**src/hw/rv_decode_pkg.sv**
```systemverilog
package rv_decode_pkg;

   ////////////////////////////////////////
   // Widths
   ////////////////////////////////////////
   localparam int XLEN       = 32;
   localparam int REG_ADDR_W = 5;
   localparam int NUM_REGS   = 32;   // x0 included

   ////////////////////////////////////////
   // ISA encodings
   ////////////////////////////////////////
   typedef enum logic [6:0] {
      LOAD   = 7'b000_0011,
      STORE  = 7'b010_0011,
      OP     = 7'b011_0011,
      OP_IMM = 7'b001_0011,
      BRANCH = 7'b110_0011,
      JAL    = 7'b110_1111,
      JALR   = 7'b110_0111,
      LUI    = 7'b011_0111,
      AUIPC  = 7'b001_0111
   } opcode_e;

   typedef enum logic [2:0] {
      IMM_I,
      IMM_S,
      IMM_B,
      IMM_U,
      IMM_J
   } imm_fmt_e;

   // Operation class handed to execute
   typedef enum logic [2:0] {
      EX_ADD,      // Address or PC-relative add
      EX_ALU_R,
      EX_ALU_I,
      EX_BRANCH,
      EX_LUI,
      EX_JUMP
   } ex_op_e;

   typedef enum logic [1:0] {
      WB_ALU,
      WB_MEM,
      WB_PC4
   } wb_sel_e;

   typedef enum logic [3:0] {
      MEM_NONE,
      LB, LH, LW, LBU, LHU,
      SB, SH, SW
   } mem_op_e;

   ////////////////////////////////////////
   // Bundles
   ////////////////////////////////////////
   // All-zero value is a bubble
   typedef struct packed {
      logic    op1_sel;   // PC instead of rs1
      logic    op2_sel;   // Immediate instead of rs2
      mem_op_e mem_op;
      wb_sel_e wb_sel;
      logic    reg_wr_en;
      logic    is_load;
      logic    is_store;
      logic    is_branch;
      logic    is_jump;
      ex_op_e  ex_op;
   } ctrl_t;

   typedef struct packed {
      logic [XLEN-1:0]       pc;
      logic [XLEN-1:0]       rs1_value;
      logic [XLEN-1:0]       rs2_value;
      logic [XLEN-1:0]       imm;
      logic [REG_ADDR_W-1:0] rd;
      logic [REG_ADDR_W-1:0] rs1;
      logic [REG_ADDR_W-1:0] rs2;
      logic [2:0]            funct3;
      logic [6:0]            funct7;
      ctrl_t                 ctrl;
   } id_ex_t;

   // Write-back port into the register file
   typedef struct packed {
      logic                  en;
      logic [REG_ADDR_W-1:0] rd;
      logic [XLEN-1:0]       data;
   } wb_port_t;

endpackage

```
**src/hw/main_decoder.sv**
```systemverilog
module main_decoder
   import rv_decode_pkg::*;
(
   input  opcode_e    opcode_i,
   input  logic [2:0] funct3_i,
   input  logic [6:0] funct7_i,
   output ctrl_t      ctrl_o,
   output imm_fmt_e   imm_fmt_o
);

   mem_op_e ld_op;
   mem_op_e st_op;
   logic    shift_ok;

   ////////////////////////////////////////
   // funct3 / funct7 qualifiers
   ////////////////////////////////////////
   always_comb begin
      case (funct3_i)
         3'b000:  ld_op = LB;
         3'b001:  ld_op = LH;
         3'b010:  ld_op = LW;
         3'b100:  ld_op = LBU;
         3'b101:  ld_op = LHU;
         default: ld_op = MEM_NONE;   // Reserved width
      endcase
   end

   always_comb begin
      case (funct3_i)
         3'b000:  st_op = SB;
         3'b001:  st_op = SH;
         3'b010:  st_op = SW;
         default: st_op = MEM_NONE;
      endcase
   end

   // SLLI needs funct7 zero, SRLI/SRAI allow bit 30 only
   always_comb begin
      case (funct3_i)
         3'b001:  shift_ok = (funct7_i == 7'b000_0000);
         3'b101:  shift_ok = (funct7_i == 7'b000_0000) || (funct7_i == 7'b010_0000);
         default: shift_ok = 1'b1;
      endcase
   end

   ////////////////////////////////////////
   // Main decode
   ////////////////////////////////////////
   always_comb begin
      ctrl_o    = '0;       // Bubble unless decoded below
      imm_fmt_o = IMM_I;
      case (opcode_i)
         LOAD: begin
            if (ld_op != MEM_NONE) begin
               ctrl_o.op2_sel   = 1'b1;
               ctrl_o.mem_op    = ld_op;
               ctrl_o.wb_sel    = WB_MEM;
               ctrl_o.reg_wr_en = 1'b1;
               ctrl_o.is_load   = 1'b1;
               ctrl_o.ex_op     = EX_ADD;
            end
         end
         STORE: begin
            imm_fmt_o = IMM_S;
            if (st_op != MEM_NONE) begin
               ctrl_o.op2_sel  = 1'b1;
               ctrl_o.mem_op   = st_op;
               ctrl_o.is_store = 1'b1;
               ctrl_o.ex_op    = EX_ADD;
            end
         end
         OP: begin
            ctrl_o.reg_wr_en = 1'b1;
            ctrl_o.ex_op     = EX_ALU_R;
         end
         OP_IMM: begin
            if (shift_ok) begin
               ctrl_o.op2_sel   = 1'b1;
               ctrl_o.reg_wr_en = 1'b1;
               ctrl_o.ex_op     = EX_ALU_I;
            end
         end
         BRANCH: begin
            imm_fmt_o        = IMM_B;
            ctrl_o.is_branch = 1'b1;   // Compares rs1 with rs2
            ctrl_o.ex_op     = EX_BRANCH;
         end
         JAL, JALR: begin
            imm_fmt_o        = (opcode_i == JAL) ? IMM_J : IMM_I;
            ctrl_o.op1_sel   = (opcode_i == JAL);   // JALR targets rs1 + imm
            ctrl_o.op2_sel   = 1'b1;
            ctrl_o.wb_sel    = WB_PC4;
            ctrl_o.reg_wr_en = 1'b1;
            ctrl_o.is_jump   = 1'b1;
            ctrl_o.ex_op     = EX_JUMP;
         end
         LUI: begin
            imm_fmt_o        = IMM_U;
            ctrl_o.op2_sel   = 1'b1;
            ctrl_o.reg_wr_en = 1'b1;
            ctrl_o.ex_op     = EX_LUI;
         end
         AUIPC: begin
            imm_fmt_o        = IMM_U;
            ctrl_o.op1_sel   = 1'b1;
            ctrl_o.op2_sel   = 1'b1;
            ctrl_o.reg_wr_en = 1'b1;
            ctrl_o.ex_op     = EX_ADD;
         end
         default: ;
      endcase
   end

endmodule

```
**src/hw/imm_gen.sv**
```systemverilog
module imm_gen
   import rv_decode_pkg::*;
(
   input  logic [31:7]     instr_i,   // Opcode bits not needed
   input  imm_fmt_e        fmt_i,
   output logic [XLEN-1:0] imm_o
);

   logic sign;

   assign sign = instr_i[31];

   always_comb begin
      case (fmt_i)
         IMM_I: imm_o = {{20{sign}}, instr_i[31:20]};
         IMM_S: imm_o = {{20{sign}}, instr_i[31:25], instr_i[11:7]};
         // Halfword aligned offsets
         IMM_B: begin
            imm_o = {{19{sign}}, sign, instr_i[7], instr_i[30:25],
                     instr_i[11:8], 1'b0};
         end
         IMM_U: imm_o = {instr_i[31:12], 12'b0};   // Upper 20 bits only
         IMM_J: begin
            imm_o = {{11{sign}}, sign, instr_i[19:12], instr_i[20],
                     instr_i[30:21], 1'b0};
         end
         default: imm_o = '0;
      endcase
   end

endmodule

```
**src/hw/regfile.sv**
```systemverilog
module regfile
   import rv_decode_pkg::*;
(
   input  logic                  clk_i,
   input  logic                  rst_n_i,
   input  wb_port_t              wb_i,
   input  logic [REG_ADDR_W-1:0] rs1_i,
   input  logic [REG_ADDR_W-1:0] rs2_i,
   output logic [XLEN-1:0]       rs1_data_o,
   output logic [XLEN-1:0]       rs2_data_o
);

   logic [XLEN-1:0] regs [1:NUM_REGS-1];   // x0 has no storage
   logic            wr_valid;

   assign wr_valid = wb_i.en && (wb_i.rd != '0);

   always_ff @(posedge clk_i) begin
      if (!rst_n_i) begin
         for (int i = 1; i < NUM_REGS; i++) begin
            regs[i] <= '0;
         end
      end else if (wr_valid) begin
         regs[wb_i.rd] <= wb_i.data;
      end
   end

   ////////////////////////////////////////
   // Read ports with write-through
   ////////////////////////////////////////
   function automatic logic [XLEN-1:0] read_port(input logic [REG_ADDR_W-1:0] addr);
      if (addr == '0) begin
         return '0;
      end else if (wr_valid && (wb_i.rd == addr)) begin
         return wb_i.data;   // Same-cycle write wins
      end
      return regs[addr];
   endfunction

   always_comb begin
      rs1_data_o = read_port(rs1_i);
      rs2_data_o = read_port(rs2_i);
   end

endmodule

```
**src/hw/instruction_decode_stage.sv**
```systemverilog
module instruction_decode_stage
   import rv_decode_pkg::*;
(
   input  logic            clk_i,
   input  logic            rst_n_i,
   input  logic [XLEN-1:0] instr_i,
   input  logic [XLEN-1:0] pc_i,
   input  logic            stall_i,
   input  logic            busywait_i,
   input  logic            flush_i,
   input  wb_port_t        wb_i,      // From write-back stage
   output id_ex_t          id_ex_o,
   output logic            load_stall_o
);

   ////////////////////////////////////////
   // Field extraction
   ////////////////////////////////////////
   opcode_e               opcode;
   logic [REG_ADDR_W-1:0] rd;
   logic [REG_ADDR_W-1:0] rs1;
   logic [REG_ADDR_W-1:0] rs2;
   logic [2:0]            funct3;
   logic [6:0]            funct7;

   assign opcode = opcode_e'(instr_i[6:0]);
   assign rd     = instr_i[11:7];
   assign funct3 = instr_i[14:12];
   assign rs1    = instr_i[19:15];
   assign rs2    = instr_i[24:20];
   assign funct7 = instr_i[31:25];

   ctrl_t           ctrl;
   imm_fmt_e        imm_fmt;
   logic [XLEN-1:0] imm;
   logic [XLEN-1:0] rs1_value;
   logic [XLEN-1:0] rs2_value;

   main_decoder u_main_decoder (
      .opcode_i  (opcode),
      .funct3_i  (funct3),
      .funct7_i  (funct7),
      .ctrl_o    (ctrl),
      .imm_fmt_o (imm_fmt)
   );

   imm_gen u_imm_gen (
      .instr_i (instr_i[31:7]),
      .fmt_i   (imm_fmt),
      .imm_o   (imm)
   );

   regfile u_regfile (
      .clk_i      (clk_i),
      .rst_n_i    (rst_n_i),
      .wb_i       (wb_i),
      .rs1_i      (rs1),
      .rs2_i      (rs2),
      .rs1_data_o (rs1_value),
      .rs2_data_o (rs2_value)
   );

   ////////////////////////////////////////
   // Load-use hazard
   ////////////////////////////////////////
   id_ex_t id_ex_q;
   logic   uses_rs2;

   // Only R, S and B formats carry a real rs2
   always_comb begin
      case (opcode)
         OP, STORE, BRANCH: uses_rs2 = 1'b1;
         default:           uses_rs2 = 1'b0;
      endcase
   end

   // Load now in execute feeds a register read here
   assign load_stall_o = id_ex_q.ctrl.is_load && (id_ex_q.rd != '0) &&
                         ((id_ex_q.rd == rs1) || (uses_rs2 && (id_ex_q.rd == rs2)));

   ////////////////////////////////////////
   // ID/EX register
   ////////////////////////////////////////
   id_ex_t id_ex_d;
   logic   hold;

   assign hold = stall_i || busywait_i;

   always_comb begin
      id_ex_d.pc        = pc_i;
      id_ex_d.rs1_value = rs1_value;
      id_ex_d.rs2_value = rs2_value;
      id_ex_d.imm       = imm;
      id_ex_d.rd        = rd;
      id_ex_d.rs1       = rs1;
      id_ex_d.rs2       = rs2;
      id_ex_d.funct3    = funct3;
      id_ex_d.funct7    = funct7;
      id_ex_d.ctrl      = ctrl;
   end

   // Reset, then flush, then hold
   always_ff @(posedge clk_i) begin
      if (!rst_n_i) begin
         id_ex_q <= '0;
      end else if (flush_i) begin
         id_ex_q <= '0;      // Bubble, overrides a stall
      end else if (!hold) begin
         id_ex_q <= id_ex_d;
      end
   end

   assign id_ex_o = id_ex_q;

endmodule

```
**config.mk**
```make
export PLATFORM = sky130hd
export DESIGN_NAME = instruction_decode_stage
export DESIGN_NICKNAME = d
export VERILOG_FILES = /design/src/hw/rv_decode_pkg.sv /design/src/hw/main_decoder.sv /design/src/hw/imm_gen.sv /design/src/hw/regfile.sv /design/src/hw/instruction_decode_stage.sv
export SDC_FILE = /design/constraint.sdc
export NUM_CORES = 2
export LEC_CHECK = 0
export BUFFER_PORTS_ARGS = -buffer_cell sky130_fd_sc_hd__buf_2
export CAP_MARGIN = 30
export CORE_ASPECT_RATIO = 0.9
export CORE_UTILIZATION = 49
export DETAILED_ROUTE_END_ITERATION = 7
export PLACE_DENSITY = 0.66
export SLEW_MARGIN = 20
export SYNTH_ARGS = -nofsm -noshare
export SYNTH_HDL_FRONTEND = slang
export SYNTH_SLANG_ARGS = --single-unit
```
**constraint.sdc**
```tcl
create_clock -name clk_i -period 6.3 [get_ports clk_i]
set_input_delay 1.26 -clock clk_i [delete_from_list [all_inputs] [get_ports clk_i]]
set_output_delay 1.26 -clock clk_i [all_outputs]
set_load 0.01 [all_outputs]
```
# After elaboration in Yosys (flattened, before gate mapping)
# Memories as Yosys holds them, arrays and structs flattened.
# Index checks and enable logic that the tools add are counted.
[totals] regBits=169 ram_bits=992 input_bits=107 out_inout_bits=170 wordCells=107 mem_count=1
[memory_table] memory="u_regfile.regs" words=31 width=32 rd=2 rd_ports_with_merged_regs=0 wr=31 line="regfile.sv:13" source="logic [XLEN-1:0] regs [1:NUM_REGS-1];"
[op_classes] n_eq_ne=22 muxes=39 bitwise_logic=1 n_reduce_logical=25
[op_table] cell="2-to-1 mux 32 bit" n=7
[op_table] cell="case mux 32 bit (5 select lines)" n=1
[op_table] cell="OR reduction 32 bit" n=1
[op_table] cell="case mux 3 bit (5 select lines)" n=2
[op_table] cell="equality test 7 x 6 -> 1 bit (second input constant)" n=4
[op_table] cell="equality test 7 bit (second input constant)" n=3
[op_table] cell="equality test 5 bit" n=4
[op_table] cell="2-to-1 mux 1 bit" n=16
[op_table] cell="equality test 7 x 5 -> 1 bit (second input constant)" n=2
[op_table] cell="case mux 3 bit (4 select lines)" n=1
[op_table] cell="case mux 4 bit (3 select lines)" n=1
[op_table] cell="logical NOT 5 bit" n=2
[op_table] cell="2-to-1 mux 5 bit" n=2
[op_table] cell="nonzero test 5 bit" n=2
[op_table] cell="equality test 3 x 2 -> 1 bit (second input constant)" n=3
[op_table] cell="equality test 3 bit (second input constant)" n=3
[op_table] cell="2-to-1 mux 9 bit" n=1
[op_table] cell="case mux 4 bit (2 select lines)" n=1
[op_table] cell="nonzero test 4 bit" n=2
[op_table] cell="equality test 7 x 2 -> 1 bit (second input constant)" n=1
[op_table] cell="logical NOT 7 bit" n=1
[op_table] cell="equality test 3 x 1 -> 1 bit (second input constant)" n=2
[op_table] cell="logical AND 1 bit" n=6
[op_table] cell="logical NOT 3 bit" n=2
[op_table] cell="12 further kinds" n=17

# Logic depth before layout (Yosys ltp)
[depth] ltp_word=7 ltp_mapped=10 ltp_nobuf=5

# Hierarchy
# Synthesis repeated with hierarchy kept, for this count alone.
[hier_totals] cells_unflattened=4653 hier_area_um2=62173.4
[by_module_without_submodules] module="regfile" n_inst=1 cells_per_inst=3753 area_each_um2=55371.9 seq_area_each_um2=30749.5
[by_module_without_submodules] module="instruction_decode_stage" n_inst=1 cells_per_inst=755 area_each_um2=5929.4 seq_area_each_um2=3383.2
[by_module_without_submodules] module="imm_gen" n_inst=1 cells_per_inst=94 area_each_um2=540.5 seq_area_each_um2=0.0
[by_module_without_submodules] module="main_decoder" n_inst=1 cells_per_inst=51 area_each_um2=331.6 seq_area_each_um2=0.0

# Least setup slack after synthesis
# Ideal clock, no wire load.
[synth_timing] kind="input port to flip-flop" startpoint="input port wb_i[36] (netlist name)" endpoint="memory u_regfile.regs[16][0], enable pin" setup_ps=466 arrival_ps=4420 required_ps=5834 setup_slack_ps=1414 stages=5 path_buffers=2 cell_sequence="clkbuf_1 -> inv_1 -> or3_1 -> clkbuf_1 -> o21ai_0"
[synth_rtl] item="from (decl)" line="instruction_decode_stage.sv:11" source="input wb_port_t wb_i,"
[synth_rtl] item="to (decl)" line="regfile.sv:13"

# Worst setup path after layout
[layout_timing] startpoint="input port instr_i[20]" endpoint="output port load_stall_o"
[layout_between] elab_chain_len=4
[layout_rtl] item="from (decl)" line="instruction_decode_stage.sv:6" source="input logic [XLEN-1:0] instr_i,"
[layout_rtl] item="equality test 5 bit" line="instruction_decode_stage.sv:79" source="((id_ex_q.rd == rs1) || (uses_rs2 && (id_ex_q.rd == rs2)));"
[layout_rtl] item="logical AND 1 bit" line="instruction_decode_stage.sv:79"
[layout_rtl] item="logical OR 1 bit" line="instruction_decode_stage.sv:79"
[layout_rtl] item="logical AND 1 bit" line="instruction_decode_stage.sv:78" source="assign load_stall_o = id_ex_q.ctrl.is_load && (id_ex_q.rd != '0) &&"
[layout_rtl] item="to (decl)" line="instruction_decode_stage.sv:13" source="output logic load_stall_o"
# No other way between the ends.

==> results_dict.tcl <==
set metrics [dict create \
    grt_max_degree 112 \
    dp_cells 6046 \
    clk_pin_slew_worst_paths_ns 0.06 \
    cts_resized 0 \
    grt_pass1_wl_mm 279 \
    layout.cells.most_common_list "1,024 x edfxtp_1, 998 x and2_1, 417 x mux4_2" \
    place_hpwl_mm 121 \
    cts-root-buf "clkbuf_16" \
    avgSynthCellArea_um2 13.6 \
    syn_to_final_growth_pct 12.4 \
    synth_seq_area_share_pct 55.9 \
    leakagePower_uw 0.0243 \
    crit_path_end_kind "output pin" \
    initial_utilization_pct 49.5 \
    finalPower_uw 19000 \
    numCtsBuffers 131 \
    rsz0062_at_grt "no" \
    cts_tree "built" \
    setup_ws_ns 2.19 \
    multi_input_area_um2 25600 \
    via_per_inst 6.47 \
    worst_slew_pin_slew_ns 1.09 \
    cp.required_ns 5.04 \
    finalClockSkew_ns 0.0309 \
    io_pins 277 \
    setup_viol 0 \
    drc 0 \
    worstSetupPathType "in -> out" \
    drt-total-wl_mm 194 \
    p_per_area_nw_per_um2 277 \
    drive_above_1_share_pct 23.9 \
    die-area_um2 126000 \
    syn_area_um2 61000 \
    layout_commonest_cell "edfxtp_1" \
    fin_util_pct 55.7 \
    portBuffers 276 \
    critPathLaunch "instr_i[20]" \
    pre_cts_ws_ns 1.92 \
    final_nets 4677 \
    ir_worst_vdd_uv 266 \
    die_y_um 337 \
    cts_sinks 1192 \
    synth_cell_types 57 \
    finalCritPeriodShare_pct 65.3 \
    synth-edff-count 1024 \
    synthArstFlopShare_pct 0 \
    hold_buffers 0 \
    fin_tns_setup_ns 0 \
    worstPathArrival_ns 2.85 \
    synth-main-ff-cell "edfxtp_1" \
    outcome "completed" \
    grt_usage_pct 30.6 \
    fin_cells 6296 \
    detail_route.wl_per_cell_um 30.8 \
    min_path_type "reg -> reg" \
    finalHoldViolCount 0 \
    design.core.area_um2 123000 \
    fillers 9884 \
    place.gp.congestion 0.913 \
    slew_violations 0 \
    firstDrtPassIters 6 \
    min_period_ns 4.11 \
    clockBufferDepth 3 \
    netlist_instances 4498 \
    row_count 122 \
    relSlewSlack_pct 27.6 \
    antenna_left 0 \
    die_w_um 374 \
    initialDrtViolationCount 5520 \
    cts_max_level 4 \
    start_kind "input pin" \
    dr_total_vias 40700 \
    cts_setup_buffers 0 \
    cp_max_fo 63 \
    grt_antenna_before_repair 18 \
    drv_cap 0 \
    hp-start "id_ex_o[18]$_SDFFE_PP0N_" \
    first_global_vias 39900 \
    worstReg2RegStart "u_regfile.regs[14][1]$_SDFFCE_PN0P_" \
    max_freq_ghz 0.243 \
    yosysWarnings 0 \
    register_area_um2 34100 \
    grt-ovfl-total 0 \
    yosys_register_bits 1192 \
    clk_latency_ns 0.79 \
]
==> worst paths after layout <==
check / end / slack (ns) / cells after the start
setup / recovery: load_stall_o / 2.19 / 7
setup reg to reg: id_ex_o[74]$_SDFFE_PP0N_ / 4.12 / 5
hold reg to reg: id_ex_o[18]$_SDFFE_PP0N_ / 0.45 / 2
hold / removal: id_ex_o[18]$_SDFFE_PP0N_ / 0.45 / 2
==> sequential cells by signal (all words and copies together), names as in the netlist <==
signal          cells
u_regfile.regs   1024
id_ex_o           168
==> critical path, cell delays in order <==
cell,delay (ns)
buf_8,0.46
xnor2_1,0.19
nand3_1,0.09
a2111oi_0,0.27
a31oi_1,0.08
nor2_1,0.13
buf_2,0.15
==> where the power goes <==
part	internal [uW]	leakage [uW]	switching (uW)
Clock	4530	0.00212	3270
Combinational	793	0.0111	1170
Sequential	8970	0.0111	238
Total	14300	0.0243	4680
==> cells by family (layout without fill, tap and decap cells) <==
family	Yosys count	after routing	share of synthesized area [%]
flops	1192	1192	55.9
compound gates	639	639	6.86
other cells	1	44	0.00615
buf+inv	485	628	3.17
xor+xnor	22	22	0.316
mux	703	703	20.2
simple gates	1456	1456	13.6
==> cell type report <==
| class | count | share of cell area (%) |
|---|---|---|
| diodes | 12 | 0.0438 |
| clock buffers | 179 | 5.45 |
| clock inverters | 56 | 0.830 |
| inverters | 3 | 0.0164 |
| multi-input cells | 2852 | 37.3 |
| flip-flops and latches | 1192 | 49.7 |
| well taps | 1612 | 2.94 |
| repair buffers | 390 | 3.68 |
==> Yosys cell counts (all sizes together) (7+ instances only) <==
master | instances | share of area [%]
xor2 | 12 | 0.17
edfxtp | 1024 | 50
a22oi | 96 | 1.2
o211ai | 63 | 0.78
nor3 | 7 | 0.057
o2111ai | 31 | 0.45
and2 | 998 | 10
nor2 | 99 | 0.61
nand2 | 227 | 1.4
o21ai | 126 | 1.0
buf | 109 | 0.86
mux2 | 34 | 0.63
or3 | 33 | 0.34
clkbuf | 373 | 2.3
dfxtp | 168 | 5.5
nand2b | 8 | 0.082
a221oi | 32 | 0.46
mux4 | 417 | 15
o311ai | 31 | 0.45
nand3 | 46 | 0.38
o21a | 31 | 0.38
mux2i | 252 | 4.1
xnor2 | 10 | 0.14
o22ai | 64 | 0.66
a21oi | 144 | 1.2
==> routing by layer <==
metal  track usage, %  vias to the layer above  routed length [um]
li1                 -                    17200                   -
met1             42.0                    20700               76200
met2             47.7                     2455               89500
met3             5.79                      407               19600
met4             13.6                       12                8270
met5                0                        -                  73
==> per-stage QoR <==
step	hold WS (ns)	area [um2]
2_1_floorplan	0.476	61100
3_3_place_gp	0.439	64100
3_5_place_dp	0.444	64200
4_1_cts	0.453	68500
5_1_grt	0.475	68500
6_report	0.451	68600
Note: power is estimated with default switching activity, not from simulation.
